## src/design/masked_arith_macros.svh

```systemverilog
//=================================================
// masked arithmetic constants
// share width, ML-DSA modulus, pipeline depths
//=================================================
`ifndef MASKED_ARITH_MACROS_SVH
`define MASKED_ARITH_MACROS_SVH

// share width, arithmetic shares live mod 2^24
`define MASK_WIDTH      24
`define MLDSA_Q         24'd8380417
// 2^23 - Q, puts the ">= Q" decision on bit 23
`define ROLLER          24'd8191
// one carry stage per bit below bit 23
`define A2B_STAGES      23
`define B2A_CYCLES      2
`define ALIGN_DEPTH     (`A2B_STAGES + `B2A_CYCLES)
`define ADDSUB_LATENCY  28

`endif

```

## src/design/masked_arith_pkg.sv

```systemverilog
//=================================================
// masked arithmetic types
// share words, share pairs, Boolean bit shares
//=================================================
`include "masked_arith_macros.svh"

package masked_arith_pkg;

    // one arithmetic share mod 2^24
    typedef logic [`MASK_WIDTH-1:0] share_word_t;

    // first-order sharing, value = s0 + s1 mod 2^24
    typedef struct packed {
        share_word_t s1;
        share_word_t s0;
    } share_pair_t;

    // Boolean sharing of one bit, value = b0 ^ b1
    typedef struct packed {
        logic b1;
        logic b0;
    } bool_bit_t;

endpackage

```

## src/design/masked_share_if.sv

```systemverilog
//=================================================
// masked operand link
// prepared u and v share pairs with their strobe
//=================================================
`timescale 1ns/1ps

interface masked_share_if;
    import masked_arith_pkg::*;

    // operation strobe
    logic        valid;
    // first operand shares
    share_pair_t u;
    // second operand, already negated for sub
    share_pair_t v;

    // operand_prep side
    modport src (output valid, output u, output v);
    // adder side
    modport dst (input valid, input u, input v);

endinterface

```

## src/design/operand_prep.sv

```systemverilog
//=================================================
// operand preparation
// registers input shares, negates v on subtract
//=================================================
`timescale 1ns/1ps
`include "masked_arith_macros.svh"

module operand_prep (
    input  logic                          clk,
    input  logic                          reset_n,
    input  logic                          zeroize,
    input  logic                          valid_in,
    input  logic                          sub,
    input  masked_arith_pkg::share_pair_t u_in,
    input  masked_arith_pkg::share_pair_t v_in,
    masked_share_if.src                   ops
);
    import masked_arith_pkg::*;

    share_pair_t v_neg;

    // Q - v0 and -v1 recombine to Q - v, keeps the sum in [0, 2Q)
    always_comb begin
        if (sub) begin
            v_neg.s0 = `MLDSA_Q - v_in.s0;
            v_neg.s1 = ~v_in.s1 + 24'd1;
        end else begin
            v_neg = v_in;
        end
    end

    always_ff @(posedge clk or negedge reset_n) begin
        if (!reset_n) begin
            ops.valid <= 1'b0;
            ops.u     <= '0;
            ops.v     <= '0;
        end else if (zeroize) begin
            ops.valid <= 1'b0;
            ops.u     <= '0;
            ops.v     <= '0;
        end else begin
            ops.valid <= valid_in;
            ops.u     <= u_in;
            ops.v     <= v_neg;
        end
    end

    // an unknown sub would pick the wrong v shares for a live operation
    a_sub_known: assert property (@(posedge clk) disable iff (!reset_n)
        valid_in |-> !$isunknown(sub));

endmodule

```

## src/design/masked_share_adder.sv

```systemverilog
//=================================================
// masked share adder
// share-wise sum, raw and roller-offset copies
//=================================================
`timescale 1ns/1ps
`include "masked_arith_macros.svh"

module masked_share_adder (
    input  logic                           clk,
    input  logic                           reset_n,
    input  logic                           zeroize,
    masked_share_if.dst                    ops,
    output masked_arith_pkg::share_pair_t  sum_raw,
    output masked_arith_pkg::share_pair_t  sum_rolled,
    output logic                           sum_valid
);
    import masked_arith_pkg::*;

    share_pair_t add_d;
    share_pair_t roll_d;

    // shares stay apart, each adds only to its own counterpart
    always_comb begin
        add_d.s0  = ops.u.s0 + ops.v.s0;
        add_d.s1  = ops.u.s1 + ops.v.s1;
        // offset lands on share 0 only
        roll_d.s0 = ops.u.s0 + ops.v.s0 + `ROLLER;
        roll_d.s1 = ops.u.s1 + ops.v.s1;
    end

    always_ff @(posedge clk or negedge reset_n) begin
        if (!reset_n) begin
            sum_raw    <= '0;
            sum_rolled <= '0;
            sum_valid  <= 1'b0;
        end else if (zeroize) begin
            sum_raw    <= '0;
            sum_rolled <= '0;
            sum_valid  <= 1'b0;
        end else begin
            sum_raw    <= add_d;
            sum_rolled <= roll_d;
            sum_valid  <= ops.valid;
        end
    end

endmodule

```

## src/design/a2b_msb_extract.sv

```systemverilog
//=================================================
// masked MSB extraction
// pipelined carry chain, Boolean shares of bit 23
//=================================================
`timescale 1ns/1ps
`include "masked_arith_macros.svh"

module a2b_msb_extract (
    input  logic                          clk,
    input  logic                          reset_n,
    input  logic                          zeroize,
    input  masked_arith_pkg::share_pair_t x,
    input  logic [`MASK_WIDTH-1:0]        rnd,
    output masked_arith_pkg::bool_bit_t   msb
);
    import masked_arith_pkg::*;

    localparam int LAST    = `A2B_STAGES - 1;
    localparam int TOP_BIT = `MASK_WIDTH - 1;

    // per-stage copies of the share words and the shared carry
    share_word_t a_q [`A2B_STAGES];
    share_word_t b_q [`A2B_STAGES];
    bool_bit_t   c_q [`A2B_STAGES];

    // carry out = maj(a, b, c) = ((a ^ c) & (b ^ c)) ^ c
    // a sits in share 0 only, b in share 1 only
    function automatic bool_bit_t carry_step(logic a_bit, logic b_bit,
                                             bool_bit_t c, logic r);
        logic      p0;
        logic      p1;
        logic      q0;
        logic      q1;
        bool_bit_t z;
        p0 = a_bit ^ c.b0;
        p1 = c.b1;
        q0 = c.b0;
        q1 = b_bit ^ c.b1;
        // ISW AND, cross terms folded into the fresh bit first
        z.b0 = (p0 & q0) ^ r;
        z.b1 = (p1 & q1) ^ ((r ^ (p0 & q1)) ^ (p1 & q0));
        carry_step.b0 = z.b0 ^ c.b0;
        carry_step.b1 = z.b1 ^ c.b1;
    endfunction

    genvar k;
    generate
        for (k = 0; k < `A2B_STAGES; k++) begin : g_stage
            share_word_t a_d;
            share_word_t b_d;
            bool_bit_t   c_d;

            if (k == 0) begin : g_first
                // no carry into bit 0
                assign a_d = x.s0;
                assign b_d = x.s1;
                assign c_d = '0;
            end else begin : g_next
                assign a_d = a_q[k-1];
                assign b_d = b_q[k-1];
                assign c_d = c_q[k-1];
            end

            // stage k resolves the carry into bit k+1
            always_ff @(posedge clk or negedge reset_n) begin
                if (!reset_n) begin
                    a_q[k] <= '0;
                    b_q[k] <= '0;
                    c_q[k] <= '0;
                end else if (zeroize) begin
                    a_q[k] <= '0;
                    b_q[k] <= '0;
                    c_q[k] <= '0;
                end else begin
                    a_q[k] <= a_d;
                    b_q[k] <= b_d;
                    c_q[k] <= carry_step(a_d[k], b_d[k], c_d, rnd[k]);
                end
            end
        end
    endgenerate

    // bit 23 = a23 ^ b23 ^ c23, spare random bit refreshes both shares
    assign msb.b0 = a_q[LAST][TOP_BIT] ^ c_q[LAST].b0 ^ rnd[TOP_BIT];
    assign msb.b1 = b_q[LAST][TOP_BIT] ^ c_q[LAST].b1 ^ rnd[TOP_BIT];

endmodule

```

## src/design/b2a_bit_conv.sv

```systemverilog
//=================================================
// masked B2A for one bit
// Goubin conversion over two registered cycles
//=================================================
`timescale 1ns/1ps

module b2a_bit_conv (
    input  logic                          clk,
    input  logic                          reset_n,
    input  logic                          zeroize,
    input  masked_arith_pkg::bool_bit_t   b,
    input  masked_arith_pkg::share_word_t rnd,
    output masked_arith_pkg::share_pair_t a
);
    import masked_arith_pkg::*;

    share_word_t xp;
    share_word_t r_w;
    // first half results
    share_word_t t_q;
    share_word_t g_q;
    logic        xp_q;
    logic        r_q;

    // bit shares widened to words
    assign xp  = share_word_t'(b.b0);
    assign r_w = share_word_t'(b.b1);

    always_ff @(posedge clk or negedge reset_n) begin
        if (!reset_n) begin
            t_q  <= '0;
            g_q  <= '0;
            xp_q <= 1'b0;
            r_q  <= 1'b0;
            a    <= '0;
        end else if (zeroize) begin
            t_q  <= '0;
            g_q  <= '0;
            xp_q <= 1'b0;
            r_q  <= 1'b0;
            a    <= '0;
        end else begin
            // cycle 1: ((x' ^ g) - g) ^ x', g moves on to g ^ r
            t_q  <= ((xp ^ rnd) - rnd) ^ xp;
            g_q  <= rnd ^ r_w;
            xp_q <= b.b0;
            r_q  <= b.b1;
            // cycle 2: A = ((x' ^ g') - g') ^ t, so A + r = x
            a.s0 <= ((share_word_t'(xp_q) ^ g_q) - g_q) ^ t_q;
            a.s1 <= share_word_t'(r_q);
        end
    end

endmodule

```

## src/design/share_delay.sv

```systemverilog
//=================================================
// share delay line
// clearable shift register for any payload type
//=================================================
`timescale 1ns/1ps

module share_delay #(
    parameter type T     = logic,
    parameter int  DEPTH = 1
) (
    input  logic clk,
    input  logic reset_n,
    input  logic zeroize,
    input  T     d,
    output T     q
);

    T pipe [DEPTH];

    always_ff @(posedge clk or negedge reset_n) begin
        if (!reset_n) begin
            for (int i = 0; i < DEPTH; i++) begin
                pipe[i] <= '0;
            end
        end else if (zeroize) begin
            for (int i = 0; i < DEPTH; i++) begin
                pipe[i] <= '0;
            end
        end else begin
            pipe[0] <= d;
            for (int i = 1; i < DEPTH; i++) begin
                pipe[i] <= pipe[i-1];
            end
        end
    end

    // oldest entry
    assign q = pipe[DEPTH-1];

    // a zero-depth line would leave q with no stage
    a_depth: assert property (@(posedge clk) disable iff (!reset_n) DEPTH >= 1);

endmodule

```

## src/design/modq_reduce_out.sv

```systemverilog
//=================================================
// mod-Q reduction and output register
// subtracts Q times the shared bit from the sum
//=================================================
`timescale 1ns/1ps
`include "masked_arith_macros.svh"

module modq_reduce_out (
    input  logic                          clk,
    input  logic                          reset_n,
    input  logic                          zeroize,
    input  masked_arith_pkg::share_pair_t sum,
    input  logic                          sum_valid,
    input  masked_arith_pkg::share_pair_t bit_arith,
    output masked_arith_pkg::share_pair_t res,
    output logic                          valid_out
);
    import masked_arith_pkg::*;

    // -Q mod 2^24
    localparam share_word_t NEG_Q = ~`MLDSA_Q + 24'd1;

    share_pair_t red;

    // each share scaled by -Q, products recombine to -Q * bit
    always_comb begin
        red.s0 = sum.s0 + bit_arith.s0 * NEG_Q;
        red.s1 = sum.s1 + bit_arith.s1 * NEG_Q;
    end

    always_ff @(posedge clk or negedge reset_n) begin
        if (!reset_n) begin
            res       <= '0;
            valid_out <= 1'b0;
        end else if (zeroize) begin
            res       <= '0;
            valid_out <= 1'b0;
        end else begin
            // shares read zero whenever no result is presented
            res       <= sum_valid ? red : '0;
            valid_out <= sum_valid;
        end
    end

    // a clear empties the incoming strobe line as well as the output flop
    a_zeroize_quiet: assert property (@(posedge clk) disable iff (!reset_n)
        zeroize |=> (!valid_out && !sum_valid));

endmodule

```

## src/design/masked_addsub_top.sv

```systemverilog
//=================================================
// masked modular add/sub, ML-DSA butterfly
// shared (u +/- v) mod Q without unmasking
//=================================================
`timescale 1ns/1ps
`include "masked_arith_macros.svh"

module masked_addsub_top (
    input  logic                   clk,
    input  logic                   reset_n,
    input  logic                   zeroize,
    input  logic                   valid_in,
    input  logic                   sub,
    input  logic [`MASK_WIDTH-1:0] u0,
    input  logic [`MASK_WIDTH-1:0] u1,
    input  logic [`MASK_WIDTH-1:0] v0,
    input  logic [`MASK_WIDTH-1:0] v1,
    input  logic [`MASK_WIDTH-1:0] rnd_a2b,
    input  logic [`MASK_WIDTH-1:0] rnd_b2a,
    output logic [`MASK_WIDTH-1:0] res0,
    output logic [`MASK_WIDTH-1:0] res1,
    output logic                   valid_out
);
    import masked_arith_pkg::*;

    share_pair_t u_in;
    share_pair_t v_in;
    share_pair_t sum_raw;
    share_pair_t sum_rolled;
    share_pair_t sum_dly;
    share_pair_t bit_arith;
    share_pair_t res;
    bool_bit_t   msb;
    logic        sum_valid;
    logic        valid_dly;

    masked_share_if ops_if ();

    assign u_in.s0 = u0;
    assign u_in.s1 = u1;
    assign v_in.s0 = v0;
    assign v_in.s1 = v1;

    //================================================
    // input side
    //================================================
    operand_prep u_prep (
        .clk(clk), .reset_n(reset_n), .zeroize(zeroize),
        .valid_in(valid_in), .sub(sub),
        .u_in(u_in), .v_in(v_in),
        .ops(ops_if.src)
    );

    //================================================
    // processing
    //================================================
    masked_share_adder u_adder (
        .clk(clk), .reset_n(reset_n), .zeroize(zeroize),
        .ops(ops_if.dst),
        .sum_raw(sum_raw), .sum_rolled(sum_rolled),
        .sum_valid(sum_valid)
    );

    // 23 cycles, one random bit per carry stage
    a2b_msb_extract u_a2b (
        .clk(clk), .reset_n(reset_n), .zeroize(zeroize),
        .x(sum_rolled), .rnd(rnd_a2b), .msb(msb)
    );

    b2a_bit_conv u_b2a (
        .clk(clk), .reset_n(reset_n), .zeroize(zeroize),
        .b(msb), .rnd(rnd_b2a), .a(bit_arith)
    );

    // raw sum and strobe wait out the A2B + B2A path
    share_delay #(.T(share_pair_t), .DEPTH(`ALIGN_DEPTH)) u_sum_dly (
        .clk(clk), .reset_n(reset_n), .zeroize(zeroize),
        .d(sum_raw), .q(sum_dly)
    );

    share_delay #(.T(logic), .DEPTH(`ALIGN_DEPTH)) u_valid_dly (
        .clk(clk), .reset_n(reset_n), .zeroize(zeroize),
        .d(sum_valid), .q(valid_dly)
    );

    //================================================
    // output side
    //================================================
    modq_reduce_out u_reduce (
        .clk(clk), .reset_n(reset_n), .zeroize(zeroize),
        .sum(sum_dly), .sum_valid(valid_dly), .bit_arith(bit_arith),
        .res(res), .valid_out(valid_out)
    );

    assign res0 = res.s0;
    assign res1 = res.s1;

endmodule

```

## config.mk

```make
export PLATFORM = sky130hd
export DESIGN_NAME = masked_addsub_top
export DESIGN_NICKNAME = d
export VERILOG_FILES = /design/src/design/masked_arith_pkg.sv /design/src/design/masked_share_if.sv /design/src/design/operand_prep.sv /design/src/design/masked_share_adder.sv /design/src/design/a2b_msb_extract.sv /design/src/design/b2a_bit_conv.sv /design/src/design/share_delay.sv /design/src/design/modq_reduce_out.sv /design/src/design/masked_addsub_top.sv
export VERILOG_INCLUDE_DIRS = /design/src /design/src/design
export SDC_FILE = /design/constraint.sdc
export NUM_CORES = 2
export LEC_CHECK = 0
export ABC_AREA = 1
export BUFFER_PORTS_ARGS = -buffer_cell sky130_fd_sc_hd__buf_2
export CORE_MARGIN = 3
export CORE_UTILIZATION = 55
export CTS_BUF_LIST = sky130_fd_sc_hd__clkbuf_8
export DETAILED_ROUTE_END_ITERATION = 8
export PLACE_DENSITY = 0.82
export SLEW_MARGIN = 20
export SYNTH_ARGS = -nofsm -noshare
export SYNTH_HDL_FRONTEND = slang
export SYNTH_SLANG_ARGS = --single-unit
export TNS_END_PERCENT = 10
```

## constraint.sdc

```tcl
create_clock -name clk -period 8.5 [get_ports clk]
set_input_delay 0.425 -clock clk [delete_from_list [all_inputs] [get_ports clk]]
set_output_delay 0.425 -clock clk [all_outputs]
set_load 0.02 [all_outputs]
```

==> results_dict.tcl <==
set metrics [dict create \
    status "complete, no violations" \
    avgRoutedWirePerCell_um 13.8 \
    fin_skew_ns 0.0612 \
    rr_startpoint "u_b2a.a[23]" \
    layout_common_cells "2,041 x inv_1, 1,773 x dfrtp_1, 1,766 x nor2_1" \
    worstMarginPinSlew_ns 1.11 \
    cts.clk_slew.worst_paths_ns 0.06 \
    post-dp-hpwl_um 78600 \
    layout_commonest_cell "inv_1" \
    cts_sinks 1774 \
    grt_pass1_wl_um 218000 \
    root_buffer "clkbuf_8" \
    hp-class "in2async" \
    period_share_pct 75.5 \
    synth_seq_area_share_pct 63.5 \
    ant_nets 0 \
    fmax_mhz 156 \
    viasPerCell 4.61 \
    synthCells 7171 \
    grt_max_degree 274 \
    routed_wirelength_um 130000 \
    fin_util_pct 63.2 \
    synth_top_area_share_pct 63.5 \
    fp.dieW_um 363 \
    synth_edf_count 0 \
    post-route-drc-count 0 \
    min_period_ns 6.41 \
    final_area_sq_um 79600 \
    startpoint "u_b2a.a[23]" \
    dpl_cell_area_sq_um 72500 \
    grt_usage_pct 20.6 \
    start_util_pct 55.5 \
    synth_flop_cell "dfrtp_1" \
    io_pins 198 \
    setup_viol 0 \
    rows 130 \
    arrival_ns 7.25 \
    yosysTopAreaCell "dfrtp_1" \
    area_growth_pct 13.8 \
    drive_gt1_share_pct 8.45 \
    cts_tree "yes" \
    hold_violations 0 \
    antenna_found_initial 3 \
    drt_iter0_markers 2962 \
    synth.distinct_cells 46 \
    slew_viol_final 0 \
    insertion_delay_ns 0.94 \
    irDropWorstVdd_uv 178 \
    cp_max_fo 17 \
    core-area_sq_um 126000 \
    nets 8102 \
    crit_type "reg2reg" \
    dieArea_sq_um 131000 \
    syn_area_sq_um 69900 \
    io_buffers 174 \
    cts_made_buffers 283 \
    cp-start-kind "flip-flop" \
    grt_setup_unrepaired "false" \
    ctsLongestPathBuffers 4 \
    place.gp.congestion 0.844 \
    die_h_um 363 \
    leakage_nw 40.9 \
    timing.max_cap.violations 0 \
    grt_pass1_vias 47000 \
    cts_resized 0 \
    ys_warn_count 0 \
    dr.pass1.iters 6 \
    relSlewSlack_pct 26.1 \
    crit_path_end_kind "flip-flop" \
    overflow 0 \
    ys_ff_latch 1774 \
    synth_area_leaders "dfrtp_1 63%, inv_1 11%, nor2_1 9.5%, ha_1 4.0%, fa_1 3.0%" \
    cts_hold_buf 162 \
    required_ns 9.34 \
    num_vias 43600 \
    finalSetupTns_ns 0 \
    cts_max_level 5 \
    power.density_nw_per_um2 227 \
    synth_async_sr_flop_share_pct 100 \
    postCtsSetupBuffers 0 \
    avgSynthCellArea_sq_um 9.75 \
]
==> sequential cells by signal, indices dropped and copies added, names as in the netlist <==
name and count:
u_sum_dly.pipe 1129, u_prep.ops.v 48, u_b2a.xp_q 1, u_sum_dly.q 48, u_a2b.a_q 1, u_b2a.r_q 1
u_b2a.t_q 2, u_valid_dly.pipe 24, u_reduce.res 48, u_adder.sum_rolled 24, u_a2b.g_stage.b_d 22, u_a2b.b_q 1
u_adder.sum_valid 1, u_reduce.valid_out 1, u_prep.ops.valid 1, u_valid_dly.q 1, u_adder.sum_raw 48, u_b2a.a 3
u_a2b.g_stage.a_d 275, u_a2b.c_q 46, u_b2a.g_q 1, u_prep.ops.u 48
==> stage by stage <==
stage | power [mW] | setup WS, ns | hold WS (ns) | instances
2_1_floorplan | 10.5 | 0.483 | 0.129 | 7175
3_3_place_gp | 11.2 | 1.93 | 0.434 | 8826
3_5_place_dp | 11.3 | 1.99 | 0.442 | 8826
4_1_cts | 18.3 | 1.98 | 0.0124 | 9446
5_1_grt | 19.1 | 1.60 | 0.102 | 9449
6_report | 18.1 | 2.09 | 0.0818 | 9450
==> cells by family after synthesis <==
group / share of synthesized area, %
simple gates: 13.2
flops: 63.5
fa+ha+maj: 7.00
other cells: 0.0107
xor+xnor: 1.30
buf+inv: 11.7
compound gates: 3.23
==> cell usage after synthesis (2+ instances only) <==
library cell  instances
xor2_1               38
nor2_4                3
a31oi_1               4
fa_1                105
nand4_1              30
ha_1                223
nor4_1                5
nand3_2               5
inv_2                15
o21ai_0             171
nor3_1               26
clkinv_1              3
o21a_1                9
inv_1              1965
o31ai_1               2
nor3b_1               3
clkbuf_1            200
nor2_2               12
nand3b_1              5
a21oi_1             223
dfrtp_1            1774
nor2_1             1766
and3_1                5
o21ai_1               4
and2_1                3
nand2_1             369
o211ai_1              2
a21o_1                7
nand3_1              83
conb_1                2
o21bai_1              6
nand2_2              27
a21oi_2               2
xnor2_1              61
buf_2                 2
==> worst max-delay path, stage by stage (launching register included) <==
cell and delay [ns]:
dfrtp_2 0.55, inv_2 0.12, buf_4 0.33, ha_1 0.42, inv_1 0.20, ha_1 0.31, inv_1 0.13, fa_1 0.45
inv_1 0.11, fa_1 0.43, ha_1 0.31, fa_1 0.50, inv_1 0.05, fa_1 0.48, inv_1 0.05, ha_1 0.35
nand2_1 0.13, nor4_1 0.54, nand4_1 0.23, nand3_1 0.24, nand2_1 0.08, nand2_1 0.07, o21ai_0 0.07, a21oi_1 0.15
==> where the power goes <==
| part | leakage [nW] | switching, mW | internal [mW] |
|---|---|---|---|
| logic | 13.3 | 1.62 | 0.851 |
| clock network | 3.09 | 3.09 | 3.83 |
| registers | 24.5 | 0.0817 | 8.62 |
==> final timing paths <==
check / to / slack (ns) / cells after the start
setup / recovery: u_reduce.res[22] / 2.09 / 23
hold / removal: u_sum_dly.q[17] / 0.08 / 2
setup reg to reg: u_reduce.res[22] / 2.09 / 23
hold reg to reg: u_a2b.g_stage[1].a_d[15] / 0.39 / 2
max in group asynchronous: u_prep.ops.v[25] / 6.17 / 4
min in group clk: u_prep.ops.v[33] / 0.12 / 3
==> final cells by class <==
class                   instances  area (sq um)
clock buffers                 343          4720
fillers                      9286         46300
diodes                          2          5.00
well taps                    1650          2060
inverters                    1983          7440
clock inverters               115           679
repair buffers                369          2960
multi-input cells            3214         17300
flip-flops and latches       1774         44400
==> metal layers <==
metal / vias to the layer above / part of all wire, % / track usage, % / wire, um
met5: - / 0.019 / 0 / 25
met4: 4 / 3.6 / 8.84 / 4630
met3: 321 / 3.7 / 3.39 / 4790
met2: 848 / 55 / 38.8 / 71200
met1: 21100 / 38 / 22.7 / 49600
li1: 21300 / - / - / -
Power figures use the tool's default switching activity.
